**config.mk**
```make
export PLATFORM = sky130hd
export DESIGN_NAME = aes_step_counter
export DESIGN_NICKNAME = d
export VERILOG_FILES = /design/src/hw/aes_step_counter.sv
export SDC_FILE = /design/constraint.sdc
export NUM_CORES = 1
export LEC_CHECK = 0
export BUFFER_PORTS_ARGS = -buffer_cell sky130_fd_sc_hd__buf_4
export CAP_MARGIN = 20
export CORE_AREA = 5 5 42 44
export DETAILED_ROUTE_END_ITERATION = 8
export DIE_AREA = 0 0 47 49
export GPL_TIMING_DRIVEN = 0
export PLACE_DENSITY = 0.3
export SYNTH_ARGS = -nofsm -noshare
export SYNTH_HDL_FRONTEND = slang
export SYNTH_SLANG_ARGS = --single-unit
```
**constraint.sdc**
```tcl
create_clock -name clk_i -period 0.8 [get_ports clk_i]
set_input_delay 0.08 -clock clk_i [delete_from_list [all_inputs] [get_ports clk_i]]
set_output_delay 0.08 -clock clk_i [all_outputs]
set_load 0.01 [all_outputs]
```
**src/hw/aes_step_counter.sv**
```systemverilog
// Step counter
// Up-counter with clear and enable, flags its terminal value
`timescale 1ns/1ps
`default_nettype none

module aes_step_counter #(
  parameter int WIDTH = 2
) (
  input  logic             clk_i,
  input  logic             rst_ni,
  input  logic             clr_i,
  input  logic             en_i,
  input  logic [WIDTH-1:0] last_val_i,
  output logic [WIDTH-1:0] count_o,
  output logic             last_o
);

  logic [WIDTH-1:0] count_q;

  always_ff @(posedge clk_i or negedge rst_ni)
  begin
    if (!rst_ni)
      count_q <= '0;
    else if (clr_i)
      count_q <= '0;
    else if (en_i)
      count_q <= count_q + 1'b1;
  end

  assign count_o = count_q;
  assign last_o  = (count_q == last_val_i);

endmodule

`default_nettype wire

```
==> run summary <==
The run finished, with violations left. The final reports fail on negative setup slack. The number of warnings printed during yosys synthesis was 0. IR analysis of the VDD net gives a maximum drop of 522 µV. Global routing used 4.80% of the available tracks across all layers. The total area inside the core boundary comes to 1400 µm². The run gives 403 µm as the total detailed-routing wirelength.

The pin count of the biggest net entering global routing was 5. Port buffering added 8 buffers. Using the TritonRoute via totals, the vias-per-cell ratio works out to 3.36. Sorting the synthesized cells by how often they occur yields sky130_fd_sc_hd__dfrtp_1, sky130_fd_sc_hd__nor2_1, sky130_fd_sc_hd__xor2_1. Summed over all failing endpoints, the final setup total negative slack is -1.18 ns. The run gives 2 as the maximum buffer depth of the clock tree. Setup violations remaining at the end of the flow were counted as 5. The number of top-level pins is 9. The slew at the pin with the worst max-slew slack is 0.124 ns. The final core utilization came out at 20.2%.

For the internal power, the log shows 0.390 mW. TritonCTS built the clock tree. The post-route netlist has 64.3% of its cells at a drive strength greater than 1.

Summing over every cut layer, the via total after detailed routing is 148. Counting distinct cell types in the post-synthesis netlist gives 7. The smallest hold slack was 0.119 ns.

The final net count came out at 35. Leakage component of the power: 0.139 nW. The final number of hold-violating endpoints was 0. STA classifies the critical path endpoint as a primary output.

Measured against its own limit, the worst slew margin works out to 91.7%. The power share of the combinational group is 27.9%, and the share of flip-flops with an asynchronous set or reset after synthesis is 100%. The aggregate global routing overflow is 0, and the post-synth net total is 16.

The count of H-tree levels built during CTS was 1; the die footprint was 2300 µm². The number of antenna cells inserted is 0. Routability-driven placement finished with a final weighted congestion of 0.641.

The count of nets left with antenna violations once routing finished came out at 0. From synthesis to final layout, the design area changed by 157%. In this run the cell area of the synthesized design comes to 110 µm². Counting the buffers created by CTS gives 3.

The tools report the endpoint required time on the critical path as 0.72 ns. Per report_power, the sequential group accounts for 22.6% of the total. The clock drives 2 sinks. The die outline width came out at 47 µm. The analysis attributes to net switching a power of 0.132 mW. The worst path uses 136% of the clock period.

Clock-pin slew was measured on the worst setup and hold paths at 0.04 ns. Number of max-cap violations: 0. Time the final worst path needs with I/O delays and setup: 1.09 ns.

The min-delay analysis places its worst path in the category in2reg. The tools report the initial DRC count as 2. Sequential elements use 45.5% of the synthesized area. The number of synthesized flops with an enable pin is 0, and the number of flip-flops in the largest register is 2. Switching fraction of total power: 25.2%.

The number of instances in the synthesized netlist was 10. Setup repair after global routing could not meet its margin everywhere. Per report_power, the clock group accounts for 49.5% of the total.

The die is 49 µm tall. The register bit count reported by yosys came out at 2. In the synthesized netlist the dominant register cell turns out to be sky130_fd_sc_hd__dfrtp_1. The pre-antenna-repair detailed-routing pass consisted of 2 iterations.

The data arrival at the endpoint of the critical path is 1.01 ns, and the mean post-synth cell area is 11.0 µm². The maximum operating frequency was 920 MHz. Row generation in the floorplan step produced 14 rows.

The count of final max-slew check failures came out at 0. The via count of the first global-routing pass was 169; the average detailed-routed wire length per instance was 9.16 µm. For the insertion delay to the later sink of the worst-skew pair, the log shows 0.23 ns. Area of all placed cells without fillers: 283 µm².

For the area of placed instances, the log shows 191 µm². The critical path in this run is classified as reg2out. Across the routed clock network, the largest skew measured is 0.00864 ns.

The library cell used as clock root buffer is sky130_fd_sc_hd__clkbuf_4. The post-layout worst setup margin was -0.287 ns; the area share of the leading cell type in the synthesized netlist was 45.5%. For this design the ratio of total power to cell area is 1850 nW/µm². The worst setup path is launched from a register.

The largest total area in the synthesized netlist belongs to sky130_fd_sc_hd__dfrtp_1. The completed layout was analyzed and its total power is 0.522 mW. The number of antenna violations at the first check in global routing was 0.

Ranked by total cell area, the synthesized netlist is headed by sky130_fd_sc_hd__dfrtp_1, sky130_fd_sc_hd__xor2_1, sky130_fd_sc_hd__a21bo_1. Along the worst path, the maximum fanout reaches 2. The final routed DRC violation total was 0. Once the floorplan was initialized, standard cells occupied 7.86% of the core.

For the wire length of the first global-routing pass, the log shows 655 µm.
## cells in the final DEF (no fill, tap or decap), drive strengths merged
cell type / synthesis / layout
dfrtp: 2 / 2
xor2: 2 / 2
clkbuf: 0 / 4
dlygate4sd3: 0 / 2
nand3b: 1 / 1
xnor2: 1 / 1
buf: 0 / 12
a21oi: 1 / 1
nor2: 2 / 2
a21bo: 1 / 1
## worst paths after layout
kind / start / to / slack [ns] / cells past startpoint
worst max-delay path: count_o[1]$_DFFE_PN0P_ / last_o / -0.29 / 3
worst min-delay path: en_i / count_o[0]$_DFFE_PN0P_ / 0.12 / 3
worst max register to register: count_o[0]$_DFFE_PN0P_ / count_o[0]$_DFFE_PN0P_ / -0.24 / 5
worst min register to register: count_o[1]$_DFFE_PN0P_ / count_o[1]$_DFFE_PN0P_ / 0.71 / 3
max in group asynchronous: rst_ni / count_o[0]$_DFFE_PN0P_ / 0.53 / 2
min in group asynchronous: rst_ni / count_o[0]$_DFFE_PN0P_ / 0.17 / 2
## area by class of cell
cell class / count / area [µm²]
Fill cell: 164 / 1120
Timing Repair Buffer: 14 / 118
Multi-Input combinational cell: 8 / 67.6
Clock buffer: 4 / 26.3
Sequential cell: 2 / 51.3
Tap cell: 16 / 20.0
## cells by family (layout without fill, tap and decap cells)
kind of cell	count (synthesis)	after routing	share of synthesized area [%]
DFF	2	2	45.5
buffers and inverters	0	18	0
and+or+nand+nor	3	3	13.6
xor gates and xnor gates	3	3	23.9
AOI/OAI and AO/OA	2	2	17.0
## critical path, cell delays in order, from the launching register on
cell and delay, ns:
sky130_fd_sc_hd__dfrtp_1 0.39, sky130_fd_sc_hd__xor2_1 0.15, sky130_fd_sc_hd__nor2_1 0.12, sky130_fd_sc_hd__buf_4 0.13
## power groups by stage
stage	Sequential [mW]	Combinational, mW	Clock [mW]
final	0.118	0.146	0.259
after CTS	0.118	0.126	0.273
after global placement	0.125	0.0854	0
after detailed placement	0.126	0.0891	0
after global routing	0.119	0.159	0.291
after floorplan	0.127	0.0331	0
## layer usage
| layer | vias up | routed length, µm | global-route usage [%] |
|---|---|---|---|
| met5 | - | 0 | 0 |
| met3 | 0 | 76 | 5.54 |
| met4 | 0 | 0 | 4.15 |
| li1 | 69 | - | - |
| met2 | 11 | 157 | 5.43 |
| met1 | 68 | 169 | 4.42 |
## what timing repair did
action,CTS,global route
gates resized for setup,1,2
hold endpoints to repair,3,0
hold buffers,2,0
pin swaps,1,1
setup endpoints to repair,4,5
buffers inserted,2,2
## through the flow
step,instances,worst slack [ns]
floorplan,10,-0.0439
global placement,34,-0.0649
detailed placement,34,-0.109
CTS,42,-0.309
global route,44,-0.354
finish,44,-0.287
No activity file was read; power rests on OpenSTA's default activity.
