`src/hw/aes_ctrl_fsm.sv`:
```
// AES control FSM
// Sequences word loading, the core run and word unloading, and turns
// bus events into counter and engine commands
`timescale 1ns/1ps
`default_nettype none

module aes_ctrl_fsm (
  input  logic clk_i,
  input  logic rst_ni,
  input  logic din_we_i,
  input  logic dout_re_i,
  input  logic clear_i,
  input  logic word_last_i,
  input  logic core_done_i,
  output logic word_en_o,
  output logic word_clr_o,
  output logic load_en_o,
  output logic core_start_o,
  output logic eng_clear_o,
  output logic busy_o,
  output logic ready_o
);

  localparam logic [2:0] IDLE   = 3'd0;
  localparam logic [2:0] LOAD   = 3'd1;
  localparam logic [2:0] START  = 3'd2;
  localparam logic [2:0] RUN    = 3'd3;
  localparam logic [2:0] UNLOAD = 3'd4;

  logic [2:0] state_q, state_d;
  logic       accept_din;
  logic       accept_dout;

  // Only writes in IDLE or LOAD and reads in UNLOAD reach the data path
  assign accept_din  = din_we_i & ((state_q == IDLE) | (state_q == LOAD)) & ~clear_i;
  assign accept_dout = dout_re_i & (state_q == UNLOAD) & ~clear_i;

  always_comb
  begin
    state_d = state_q;
    case (state_q)
      IDLE, LOAD:
      begin
        if (accept_din)
          state_d = word_last_i ? START : LOAD;
      end
      START:
        state_d = RUN;
      RUN:
      begin
        if (core_done_i)
          state_d = UNLOAD;
      end
      UNLOAD:
      begin
        if (accept_dout & word_last_i)
          state_d = IDLE;
      end
      default:
        state_d = IDLE;
    endcase
    if (clear_i)
      state_d = IDLE;
  end

  always_ff @(posedge clk_i or negedge rst_ni)
  begin
    if (!rst_ni)
      state_q <= IDLE;
    else
      state_q <= state_d;
  end

  // Counter wraps to zero after the fourth word, so no clear between phases
  assign word_en_o    = accept_din | accept_dout;
  assign word_clr_o   = clear_i;
  assign load_en_o    = accept_din;
  assign core_start_o = (state_q == START);
  assign eng_clear_o  = clear_i;
  assign busy_o       = (state_q == START) | (state_q == RUN);
  assign ready_o      = (state_q == UNLOAD);

endmodule

`default_nettype wire

```
`config.mk`:
```
export PLATFORM = sky130hd
export DESIGN_NAME = aes_ctrl_fsm
export DESIGN_NICKNAME = d
export VERILOG_FILES = /design/src/hw/aes_ctrl_fsm.sv
export SDC_FILE = /design/constraint.sdc
export NUM_CORES = 1
export LEC_CHECK = 0
export BUFFER_PORTS_ARGS = -buffer_cell sky130_fd_sc_hd__clkbuf_2
export CORE_AREA = 2 2 39 41
export CTS_BUF_LIST = sky130_fd_sc_hd__clkbuf_2 sky130_fd_sc_hd__clkbuf_4 sky130_fd_sc_hd__clkbuf_8
export CTS_CLUSTER_SIZE = 8
export DETAILED_ROUTE_END_ITERATION = 16
export DIE_AREA = 0 0 41 43
export GPL_ROUTABILITY_DRIVEN = 0
export PLACE_DENSITY = 0.43
export SETUP_SLACK_MARGIN = 0.15
export SYNTH_ARGS = -nofsm -noshare
export SYNTH_HDL_FRONTEND = slang
export SYNTH_SLANG_ARGS = --single-unit
```
`constraint.sdc`:
```
create_clock -name clk_i -period 1.39 [get_ports clk_i]
set_clock_uncertainty 0.1 [all_clocks]
set_input_delay 0.278 -clock clk_i [delete_from_list [all_inputs] [get_ports clk_i]]
set_output_delay 0.278 -clock clk_i [all_outputs]
set_load 0.01 [all_outputs]
```
==> results.json <==
{
  "core_um2": 1380,
  "largest_register_ffs": 3,
  "syn_avg_cell_area_um2": 9.55,
  "overflow": 0,
  "grt_start_max_net_pins": 6,
  "port_buffers": 13,
  "start_util_pct": 15.2,
  "worst_ep_required_time_ns": 1.01,
  "clk_path_buf_depth": 2,
  "drc": 0,
  "rsz0062_at_grt": "true",
  "die-height_um": 43,
  "rows": 14,
  "synth_commonest_cells": "dfrtp_1, nand2_1, and2b_2, buf_4, nor2_1",
  "boundaryPins": 14,
  "reg_top3": "state_q x3",
  "drt_iter0_markers": 6,
  "grt_pass1_wl_um": 876,
  "period_needed_ns": 1.55,
  "powerDensity_nw_per_um2": 927,
  "routedWlPerCell_um": 10.4,
  "top_register": "state_q",
  "finalInstanceArea_um2": 390,
  "avgViaCountPerCell": 4.20,
  "htree_levels": 1,
  "synthFlopType": "dfrtp_1",
  "area_growth_pct": 85.7,
  "fmax_ghz": 0.645,
  "cts_made_buffers": 3,
  "postRouteAntennaNets": 0,
  "final-hold-violation-count": 0,
  "hold_path.class": "input port to register",
  "timing.final.crit_share_pct": 112,
  "p_leak_nw": 0.195,
  "tns_ns": -0.540,
  "drtPass1Iterations": 4,
  "clock-root-buffer": "clkbuf_4",
  "slew_headroom_pct": 82.2,
  "hpwl_um": 442,
  "seq_area_frac_synth_pct": 35.7,
  "syn_inst": 22,
  "crit_fanout": 4,
  "status": "finished with violations",
  "fin_ws_ns": -0.161,
  "netlist.area_leader.share_pct": 35.7,
  "clk_pin_slew_worst_paths_ns": 0.04,
  "synth_seq_cells": 3,
  "clk_latency_ns": 0.23,
  "dieWidth_um": 41,
  "vdd_ir_drop_max_mv": 0.386,
  "yosysWarnings": 0,
  "final_net_count": 52,
  "drv_slew": 0,
  "critical_path_class": "register to output pin",
  "crit_path_start_kind": "register",
  "grt_pass1_vias": 217,
  "antenna_found_initial": 0,
  "routed_wl_um": 626,
  "cp-end-kind": "output pin",
  "netlist_area_um2": 210,
  "nFillCells": 156,
  "syn_nets": 29,
  "cap_violations": 0,
  "setup_viol": 5,
  "final_core_util_pct": 28.2,
  "place_area_um2": 314,
  "synth_cell_types": 15,
  "synth.area.top_cells": "dfrtp_1, and2b_2, buf_4",
  "violations": "setup timing",
  "ys_async_sr_fraction_pct": 100,
  "cts.sinks": 3,
  "grt_usage_pct": 8.45,
  "tightest_slew_ns": 0.267,
  "die_area_um2": 1760,
  "vias": 252,
  "synth_edf_count": 0,
  "arrival_ns": 1.17,
  "synth_top_cell_by_area": "dfrtp_1",
  "cts_tree": "yes",
  "antennaDiodeCount": 0,
  "drive_gt1_share_pct": 70.5,
  "power_mw": 0.362
}
-- kinds of logic (layout without fill, tap and decap cells) --
kind of cell | Yosys count | after routing | share of synthesized area [%]
muxes | 1 | 1 | 4.76
DFF | 3 | 3 | 35.7
and+or+nand+nor | 12 | 12 | 34.5
buffers and inverters | 2 | 24 | 7.14
AOI/OAI and AO/OA | 4 | 4 | 17.9
-- power breakdown --
part           internal (mW)  leakage, nW  total [mW]  switching (mW)
clock                  0.127       0.0184       0.174          0.0470
combinational         0.0495        0.140      0.0873          0.0378
sequential            0.0937       0.0371       0.101         0.00679
total                  0.270        0.195       0.362          0.0916
-- worst paths after layout --
check	slack (ns)	to	depth (start not counted)	startpoint
worst max-delay path	-0.16	word_en_o	4	state_q[0]
worst min-delay path	0.26	state_q[1]	3	word_last_i
worst max register to register	0.15	state_q[2]	4	state_q[1]
worst min register to register	0.51	state_q[1]	2	state_q[2]
max in group asynchronous	0.79	state_q[1]	2	rst_ni
min in group asynchronous	0.28	state_q[2]	2	rst_ni
-- worst max-delay path, cell delays in order, from the launching register on --
cell	delay [ns]
dfrtp_1	0.38
and2b_2	0.22
mux2i_1	0.16
nor3_2	0.05
clkbuf_2	0.12
-- placed cells by master, fill, tap and decap left out, drive strengths merged, types with 2 or more instances in the layout --
cell type and instances:
clkbuf 15, buf 8, nand2 3, and2b 3, dfrtp 3, a211oi 2
nor2 2
-- through the flow --
step           cells  hold slack (ns)  worst slack [ns]
4_1_cts           58            0.241            -0.189
3_5_place_dp      52          -0.0227            0.0374
6_report          60            0.259            -0.161
5_1_grt           60            0.257            -0.225
3_3_place_gp      52          -0.0204            0.0542
2_1_floorplan     22           -0.118             0.129
-- layout make-up --
class | instances | area, µm² | area share [%]
clock buffer | 4 | 30.0 | 7.69
multi-input combinational | 17 | 136 | 34.9
sequential | 3 | 77.6 | 19.9
tap | 16 | 20.0 | 5.13
timing repair buffer | 20 | 126 | 32.4
-- repair_timing --
item                                    in CTS  in global routing
pin swaps                                    1                  2
setup buffers                                1                  2
hold endpoints to repair                     3                  0
endpoints found under the setup margin       5                  7
hold buffers                                 1                  0
resized for setup                            1                  5
-- metal layers --
metal / vias to the layer above / part of all wire, % / global-route usage, %
met5: - / 0 / 0
li1: 123 / - / -
met2: 16 / 43 / 9.38
met3: 0 / 11 / 3.14
met1: 113 / 46 / 10.7
met4: 0 / 0 / 10.0
(Power assumes the default switching activity.)
