File: src/hw/aes_cfg.svh
// AES accelerator configuration
// Bus widths, round count and the Wishbone register map
`ifndef AES_CFG_SVH
`define AES_CFG_SVH

// Wishbone port, byte addressed
`define AES_WB_AW 8
`define AES_WB_DW 32

// AES-128 block geometry
`define AES_NUM_ROUNDS 10
`define AES_WORDS 4

// Register offsets
`define AES_REG_CTRL   8'h00
`define AES_REG_STATUS 8'h04
`define AES_REG_KEY0   8'h10
`define AES_REG_KEY1   8'h14
`define AES_REG_KEY2   8'h18
`define AES_REG_KEY3   8'h1C
`define AES_REG_DIN    8'h20
`define AES_REG_DOUT   8'h24

`endif

File: src/hw/aes_pkg.sv
// AES shared types
// The 128-bit block is used both as one flat vector by the round
// arithmetic and as four 32-bit words by the bus side
`default_nettype none

`include "aes_cfg.svh"

package aes_pkg;

  // Word 0 sits in bits 31:0, so the last eight hex digits
  // of a FIPS-197 string land in word 0
  typedef union packed {
    logic [`AES_WORDS*`AES_WB_DW-1:0]      flat;
    logic [`AES_WORDS-1:0][`AES_WB_DW-1:0] words;
  } aes_block_u;

endpackage

`default_nettype wire

File: src/hw/aes_wb_regs.sv
// AES Wishbone register block
// Classic slave with registered ack, key registers, status read-back
// and single-cycle command pulses for the controller
`timescale 1ns/1ps
`default_nettype none

`include "aes_cfg.svh"

module aes_wb_regs (
  input  logic                  clk_i,
  input  logic                  rst_ni,
  input  logic                  wb_cyc_i,
  input  logic                  wb_stb_i,
  input  logic                  wb_we_i,
  input  logic [`AES_WB_AW-1:0] wb_adr_i,
  input  logic [`AES_WB_DW-1:0] wb_dat_i,
  input  logic [3:0]            wb_sel_i,
  output logic [`AES_WB_DW-1:0] wb_dat_o,
  output logic                  wb_ack_o,
  output logic                  din_we_o,
  output logic                  dout_re_o,
  output logic                  clear_o,
  output logic [`AES_WB_DW-1:0] din_o,
  output aes_pkg::aes_block_u   key_o,
  input  logic                  busy_i,
  input  logic                  ready_i,
  input  logic [1:0]            word_idx_i,
  input  logic [`AES_WB_DW-1:0] dout_i
);

  aes_pkg::aes_block_u   key_q;
  logic [`AES_WB_DW-1:0] rdata_q, rdata_d;
  logic [`AES_WB_DW-1:0] din_q;
  logic                  ack_q;
  logic                  din_we_q, dout_re_q, clear_q;
  logic                  access, wr_access, rd_access;

  // Byte strobes are ignored and every write moves a full word
  assign access    = wb_cyc_i & wb_stb_i & ~ack_q;
  assign wr_access = access & wb_we_i;
  assign rd_access = access & ~wb_we_i;

  always_comb
  begin
    case (wb_adr_i)
      `AES_REG_STATUS: rdata_d = {{(`AES_WB_DW-4){1'b0}}, word_idx_i, ready_i, busy_i};
      `AES_REG_KEY0:   rdata_d = key_q.words[0];
      `AES_REG_KEY1:   rdata_d = key_q.words[1];
      `AES_REG_KEY2:   rdata_d = key_q.words[2];
      `AES_REG_KEY3:   rdata_d = key_q.words[3];
      `AES_REG_DOUT:   rdata_d = dout_i;
      default:         rdata_d = '0;
    endcase
  end

  always_ff @(posedge clk_i or negedge rst_ni)
  begin
    if (!rst_ni)
    begin
      ack_q     <= 1'b0;
      din_we_q  <= 1'b0;
      dout_re_q <= 1'b0;
      clear_q   <= 1'b0;
      rdata_q   <= '0;
      key_q     <= '0;
    end
    else
    begin
      ack_q     <= access;
      din_we_q  <= wr_access & (wb_adr_i == `AES_REG_DIN);
      dout_re_q <= rd_access & (wb_adr_i == `AES_REG_DOUT);
      // Bit 1 of CTRL is the clear command
      clear_q   <= wr_access & (wb_adr_i == `AES_REG_CTRL) & wb_dat_i[1];
      if (rd_access)
        rdata_q <= rdata_d;
      if (wr_access && wb_adr_i[`AES_WB_AW-1:4] == `AES_REG_KEY0 >> 4)
        key_q.words[wb_adr_i[3:2]] <= wb_dat_i;
    end
  end

  always_ff @(posedge clk_i)
  begin
    if (wr_access && wb_adr_i == `AES_REG_DIN)
      din_q <= wb_dat_i;
  end

  assign wb_ack_o  = ack_q;
  assign wb_dat_o  = rdata_q;
  assign din_we_o  = din_we_q;
  assign dout_re_o = dout_re_q;
  assign clear_o   = clear_q;
  assign din_o     = din_q;
  assign key_o     = key_q;

endmodule

`default_nettype wire

File: config.mk
export PLATFORM = sky130hd
export DESIGN_NAME = aes_wb_regs
export DESIGN_NICKNAME = d
export VERILOG_FILES = /design/src/hw/aes_pkg.sv /design/src/hw/aes_wb_regs.sv
export VERILOG_INCLUDE_DIRS = /design/src /design/src/hw
export SDC_FILE = /design/constraint.sdc
export NUM_CORES = 1
export LEC_CHECK = 0
export BUFFER_PORTS_ARGS = -buffer_cell sky130_fd_sc_hd__buf_2
export CORE_ASPECT_RATIO = 1.75
export CORE_UTILIZATION = 55
export CTS_BUF_LIST = sky130_fd_sc_hd__clkbuf_8 sky130_fd_sc_hd__clkbuf_16
export DETAILED_ROUTE_END_ITERATION = 8
export PLACE_DENSITY_LB_ADDON = 0.15
export SETUP_SLACK_MARGIN = 0.3
export SLEW_MARGIN = 20
export SYNTH_ARGS = -nofsm -noshare
export SYNTH_HDL_FRONTEND = slang
export SYNTH_SLANG_ARGS = --single-unit
File: constraint.sdc
create_clock -name clk_i -period 5.55 [get_ports clk_i]
set_clock_uncertainty 0.2 [all_clocks]
set_input_delay 0.2775 -clock clk_i [delete_from_list [all_inputs] [get_ports clk_i]]
set_output_delay 0.2775 -clock clk_i [all_outputs]
set_load 0.02 [all_outputs]
==> metrics.md, run 1 <==
| Metric | Value |
|---|---|
| Status | `completed` |
| CP Max Fanout | `34` |
| Leakage power | `5.487 nW` |
| Post-synthesis cell count | `589` |
| Count of different cell masters after synthesis | `36` |
| Routed len/inst | `22.14 µm` |
| Area Growth Syn to Fin | `27.89%` |
| Cell taking the most area after synthesis | `dfrtp_1` |
| Crit path DAT | `3.15 ns` |
| DIE AREA | `0.01595 mm²` |
| Post-synthesis sequential area ratio | `59.67%` |
| Clock transition at path regs | `0.07 ns` |
| Top cells by area, synth | `dfrtp_1, mux2_2, edfxtp_1` |
| Gp weighted congestion | `0.8336` |
| CTS Root Cell | `clkbuf_16` |
| Most common cell after layout, fill and taps aside | `buf_2` |
| Die Y | `166.3 µm` |
| DRT antenna net count | `0` |
| Mapped Avg Cell Area | `14.41 µm²` |
| Max-cap violations | `0` |
| Final Max Slew Viols | `0` |
| Setup CP Type | `reg2reg` |
| Starting Density | `56.64%` |
| Number of global-route vias before repair | `6800` |
| Final setup viols | `0` |
| Final TNS setup | `0 ns` |
| Critical Path Start Type | `register` |
| Mapped Area | `0.008488 mm²` |
| IO buf count | `276` |
| WL final | `24.01 mm` |
| Pwr/cell area | `280.2 mW/mm²` |
| FP Rows | `59` |
| First-pass GRT wire length | `36.69 mm` |
| Via Count | `6433` |
| Gr ovfl total | `0` |
| CTS resizes | `0` |
| RSZ-0062 raised after global routing | `no` |
| Seq. cell area | `0.005065 mm²` |
| Vias per inst | `5.935` |
| Most frequent cells in the layout | `buf_2, dfrtp_1, mux2_2, mux2i_1` |
| Worst IR drop on VDD | `0.0001990 V` |
| Area of the core | `0.01499 mm²` |
| Post-synth top area share | `48.35%` |
| # H-tree levels | `4` |
| TritonCTS Buffers | `17` |
| Rel. slew slack | `28.17%` |
| Layout cells sized above 1 | `50.56%` |
| I/O pin count | `281` |
| Multi-input logic area | `0.003159 mm²` |
| Synth warn | `0` |
| Skew-Pair Late Insertion Delay | `0.43 ns` |
| CTS tree | `built` |
| Total track usage | `31.02%` |
| Filler cell count | `1041` |
| CP endpoint kind | `register` |
| Pre-Repair DR Iteration Count | `4` |
| FMAX | `323.2 MHz` |
| Hold Worst Slack | `0.05522 ns` |
| Largest net degree at the start of global routing | `110` |
| DRT iter0 DRCs | `221` |
| Worst Max-Slew Pin Slew | `1.077 ns` |
| Die W | `95.91 µm` |
| Final net count | `972` |
| Hold Fails Final Rpt | `0` |
| HP Class | `in2reg` |
| TritonCTS Sinks | `196` |
| Req. time, crit path | `5.61 ns` |
| Post-DP HPWL | `15.61 mm` |
| Initial antenna violation count | `1` |
| Synthesized flop and latch total | `196` |
| Fin crit period | `3.094 ns` |
| Syn Nets | `674` |
| CTS max path bufs | `2` |
| DR DRC count | `0` |
| Post-route clock period utilization | `55.75%` |
==> cell type report <==
class                   count  area share (%)
multi-input cells         352           29.10
clock inverters            14           1.325
diodes                      1         0.02305
clock buffers              18           4.046
flip-flops and latches    196           46.66
repair buffers            319           16.70
inverters                   1         0.03458
well taps                 183           2.109
==> synth_stat cells <==
cell type and count:
nor4b_4 3, nor3_1 2, dfrtp_1 164, nor2_1 34, edfxtp_1 32, nor2b_1 1, or4b_4 1, and2_1 2
a311oi_2 7, and3b_1 1, a311oi_1 21, mux2i_1 36, buf_6 12, and4b_1 2, and3_1 1, and4_1 2
o211ai_1 1, nor4_1 1, buf_4 7, nand3b_1 1, nand3_1 2, a22oi_1 28, nor3_4 2, mux2_2 119
clkbuf_1 8, mux2_1 9, a2bb2oi_1 28, a21oi_1 8, buf_1 2, a22o_1 4, buf_2 11, or2_1 1
o22a_1 4, nand2b_1 1, nand2_1 30, inv_1 1
==> power breakdown <==
part           internal (mW)  leakage, nW  switching, mW
Combinational          0.121         2.65          0.177
Clock                  0.645        0.288          0.559
Sequential              1.50         2.55         0.0344
Total                   2.27         5.49          0.770
==> metrics by stage <==
step                      cells  instance area (µm²)  power, mW  utilization [%]  worst slack (ns)
after global routing       1084                10860      3.144            72.44             2.323
after CTS                  1082                10830      3.059            72.24             2.447
after global placement     1017                 9912      1.834            66.14             2.363
after detailed placement   1017                 9912      1.845            66.14             2.272
final                      1084                10860      3.041            72.44             2.456
after floorplan             589                 8488      1.700                -             3.048
==> state kept, by name, summed over array words and instances (netlist names) <==
signal	count
key_o	128
din_we_o	1
wb_ack_o	1
din_o	32
wb_dat_o	32
clear_o	1
dout_re_o	1
==> worst max-delay path, stage by stage (launching register included) <==
cell,delay (ns)
dfrtp_1,0.37
and3b_1,0.35
nor2b_4,0.92
and4b_2,0.97
a311oi_1,0.11
==> worst paths after layout <==
kind                            from      endpoint  slack (ns)  cells past startpoint
setup / recovery            wb_ack_o  wb_dat_o[14]        2.46                      4
hold / removal             dout_i[8]   wb_dat_o[8]        0.06                      3
setup reg to reg            wb_ack_o  wb_dat_o[14]        2.46                      4
hold reg to reg             key_o[7]      key_o[7]        0.31                      1
max in group asynchronous     rst_ni  wb_dat_o[29]        3.59                      4
min in group asynchronous     rst_ni   wb_dat_o[7]        0.07                      2
==> kinds of logic after synthesis <==
group                  after synthesis  share of synthesized area (%)
AND/OR/NAND/NOR                     87                          5.602
buffers and inverters               41                          3.346
AO/OA/AOI/OAI                      101                          10.16
flip-flops                         196                          59.67
multiplexers                       164                          21.23
==> metal layers <==
metal / share of wire (%) / vias to the layer above / GRT usage [%]
li1: - / 2818 / -
met1: 36 / 3279 / 35.38
met2: 54 / 279 / 53.85
met3: 6.0 / 57 / 6.273
met4: 3.4 / 0 / 15.38
met5: 0 / - / 0
==> what timing repair did <==
action                     in CTS  in global routing
hold endpoints to repair      269                  0
hold buffers                   33                  0
setup endpoints to repair       0                  0
setup buffers                   0                  0
No activity file was read; power rests on OpenSTA's default activity.
==> run 2, diff against run 1 <==
CORE_UTILIZATION = 51   (was 55)
clock period = 3.1 ns   (was 5.55 ns; I/O delays follow)
==> run 2 against run 1 <==
Fmax grew 21%; register-to-register slack lost 1.9 ns; count of clock-buffer cells in the layout shrank 1; setup slack lost 1.9 ns; sequential power grew 79%; die area grew 7.7%; critical path depth grew 1; critical path type unchanged.
==> metrics.md, run 2 (synthesis gave the netlist of run 1 again) <==
| Metric | Value |
|---|---|
| Skew-Pair Late Insertion Delay | `0.43 ns` |
| Most common cell after layout, fill and taps aside | `buf_2` |
| Final worst setup slack | `0.5352 ns` |
| Final setup viols | `0` |
| CTS Root Cell | `clkbuf_16` |
| Final net count | `1021` |
| Area of the core | `0.01637 mm²` |
| Starting Density | `51.86%` |
| Max-cap violations | `0` |
| Most frequent CP cell | `a21oi_1` |
| CP Max Fanout | `32` |
| FF-to-FF path depth | `5` |
| Cell area after layout | `0.01138 mm²` |
| Leakage power | `5.712 nW` |
| Routed len/inst | `21.28 µm` |
| DP Worst Slack | `0.6796 ns` |
| Largest delay share family, worst path | `simple AND/OR/NAND/NOR gates` |
| Setup CP Type | `reg2reg` |
| Worst IR drop on VDD | `0.0004287 V` |
| R2r endpoint | `wb_dat_o[3]` |
| Post-route clock period utilization | `82.74%` |
| Initial antenna violation count | `2` |
| Critical Path Start Type | `register` |
| DIE AREA | `0.01718 mm²` |
| Vias per inst | `5.647` |
| Worst Max-Slew Pin Slew | `1.055 ns` |
| CTS max path bufs | `2` |
| Hold_sp | `wb_adr_i[2]` |
| RSZ-0062 raised after global routing | `no` |
| # H-tree levels | `4` |
| Total track usage | `29.93%` |
| Pre-Repair DR Iteration Count | `5` |
| Die W | `99.52 µm` |
| Slowest stage cell, crit path | `dlygate4sd3_1` |
| Crit-path max cell delay | `0.59 ns` |
| WP buf/inv | `1` |
| FP Rows | `62` |
| Final Max Slew Viols | `0` |
| Max reg flops | `128` |
| Hold Fails Final Rpt | `0` |
| IO buf count | `276` |
| Worst Hold End | `wb_dat_o[2]` |
| Pwr/cell area | `480.6 mW/mm²` |
| HP Class | `in2reg` |
| DP Area | `0.01008 mm²` |
| Filler cell count | `1191` |
| Worst hold stages | `4` |
| WL final | `25.01 mm` |
| FF-to-FF setup slack | `0.54 ns` |
| Rel. slew slack | `29.66%` |
| Number of global-route vias before repair | `6879` |
| DRT iter0 DRCs | `295` |
| Area Growth Syn to Fin | `34.05%` |
| TritonCTS Sinks | `196` |
| I/O pin count | `281` |
| Layout cells sized above 1 | `49.00%` |
| Gr ovfl total | `0` |
| Req. time, crit path | `3.21 ns` |
| R2R Path Start | `wb_ack_o` |
| Clock transition at path regs | `0.08 ns` |
| DR DRC count | `0` |
| TritonCTS Buffers | `17` |
| Gp weighted congestion | `0.8246` |
| First-pass GRT wire length | `38.37 mm` |
| Crit path DAT | `2.68 ns` |
| Fin crit period | `2.565 ns` |
| Via Count | `6635` |
| Most frequent cells in the layout | `buf_2, dfrtp_1, mux2_2, dlygate4sd3_1, mux2i_1` |
| FMAX | `389.9 MHz` |
| CTS resizes | `0` |
| CP Cell Sequence | `and3b_1, nand2b_2, a21oi_1, dlygate4sd3_1, a21oi_1` |
| Largest net degree at the start of global routing | `67` |
| Final TNS setup | `0 ns` |
| CP endpoint kind | `register` |
| Status | `completed` |
| CTS tree | `built` |
| Overall power | `5.468 mW` |
| Die Y | `172.7 µm` |
| DRT antenna net count | `0` |
| Post-DP HPWL | `16.38 mm` |
## run 2: how the worst max path moves through the flow
stage / from / end / slack, ns / cells past startpoint
CTS: wb_ack_o / wb_dat_o[3] / 0.55 / 5
global route: wb_ack_o / wb_dat_o[3] / 0.43 / 5
detailed placement: wb_ack_o / key_o[103] / 0.68 / 4
finish: wb_ack_o / wb_dat_o[3] / 0.54 / 5
floorplan: wb_ack_o / din_o[0] / 0.60 / 5
global placement: wb_ack_o / key_o[119] / 0.74 / 4
## run 2: where the power goes
part	internal, mW	switching, mW	leakage (nW)	total (mW)
clock network	1.07	1.07	0.282	2.14
registers	2.69	0.0627	2.55	2.76
logic	0.249	0.325	2.88	0.574
## run 2: final cells by class
type / count / area (µm²) / area share (%)
antenna: 2 / 5.005 / 0.04399
multi-input combinational: 352 / 3159 / 27.77
sequential: 196 / 5065 / 44.51
inverter: 1 / 3.754 / 0.03299
tap: 224 / 280.3 / 2.463
clock buffer: 17 / 425.4 / 3.739
timing repair buffer: 368 / 2296 / 20.18
clock inverter: 15 / 143.9 / 1.265
## run 2: stage by stage
stage,instances,hold slack (ns),util [%]
2_1_floorplan,589,-0.3406,-
3_3_place_gp,1069,-0.03563,61.60
3_5_place_dp,1069,-0.02803,61.60
4_1_cts,1173,0.01007,69.48
5_1_grt,1175,0.01084,69.52
6_report,1175,0.03160,69.52
## run 2: timing repair
action,4_1_cts,5_1_grt
setup buffers,0,0
setup endpoints to repair,0,0
hold buffers,72,0
endpoints found under the hold margin,259,0
## run 2: tightest hold or removal path: stages
cell and delay, ns:
buf_2 0.12, nor4b_4 0.15, a21oi_1 0.13, a21oi_1 0.07
## run 2: per-layer routing
layer | vias to the layer above | GRT usage [%] | wire [µm]
li1 | 2923 | - | -
met1 | 3360 | 33.78 | 9156
met2 | 295 | 53.67 | 13420
met3 | 57 | 5.659 | 1522
met4 | 0 | 14.15 | 907
met5 | - | 0 | 0
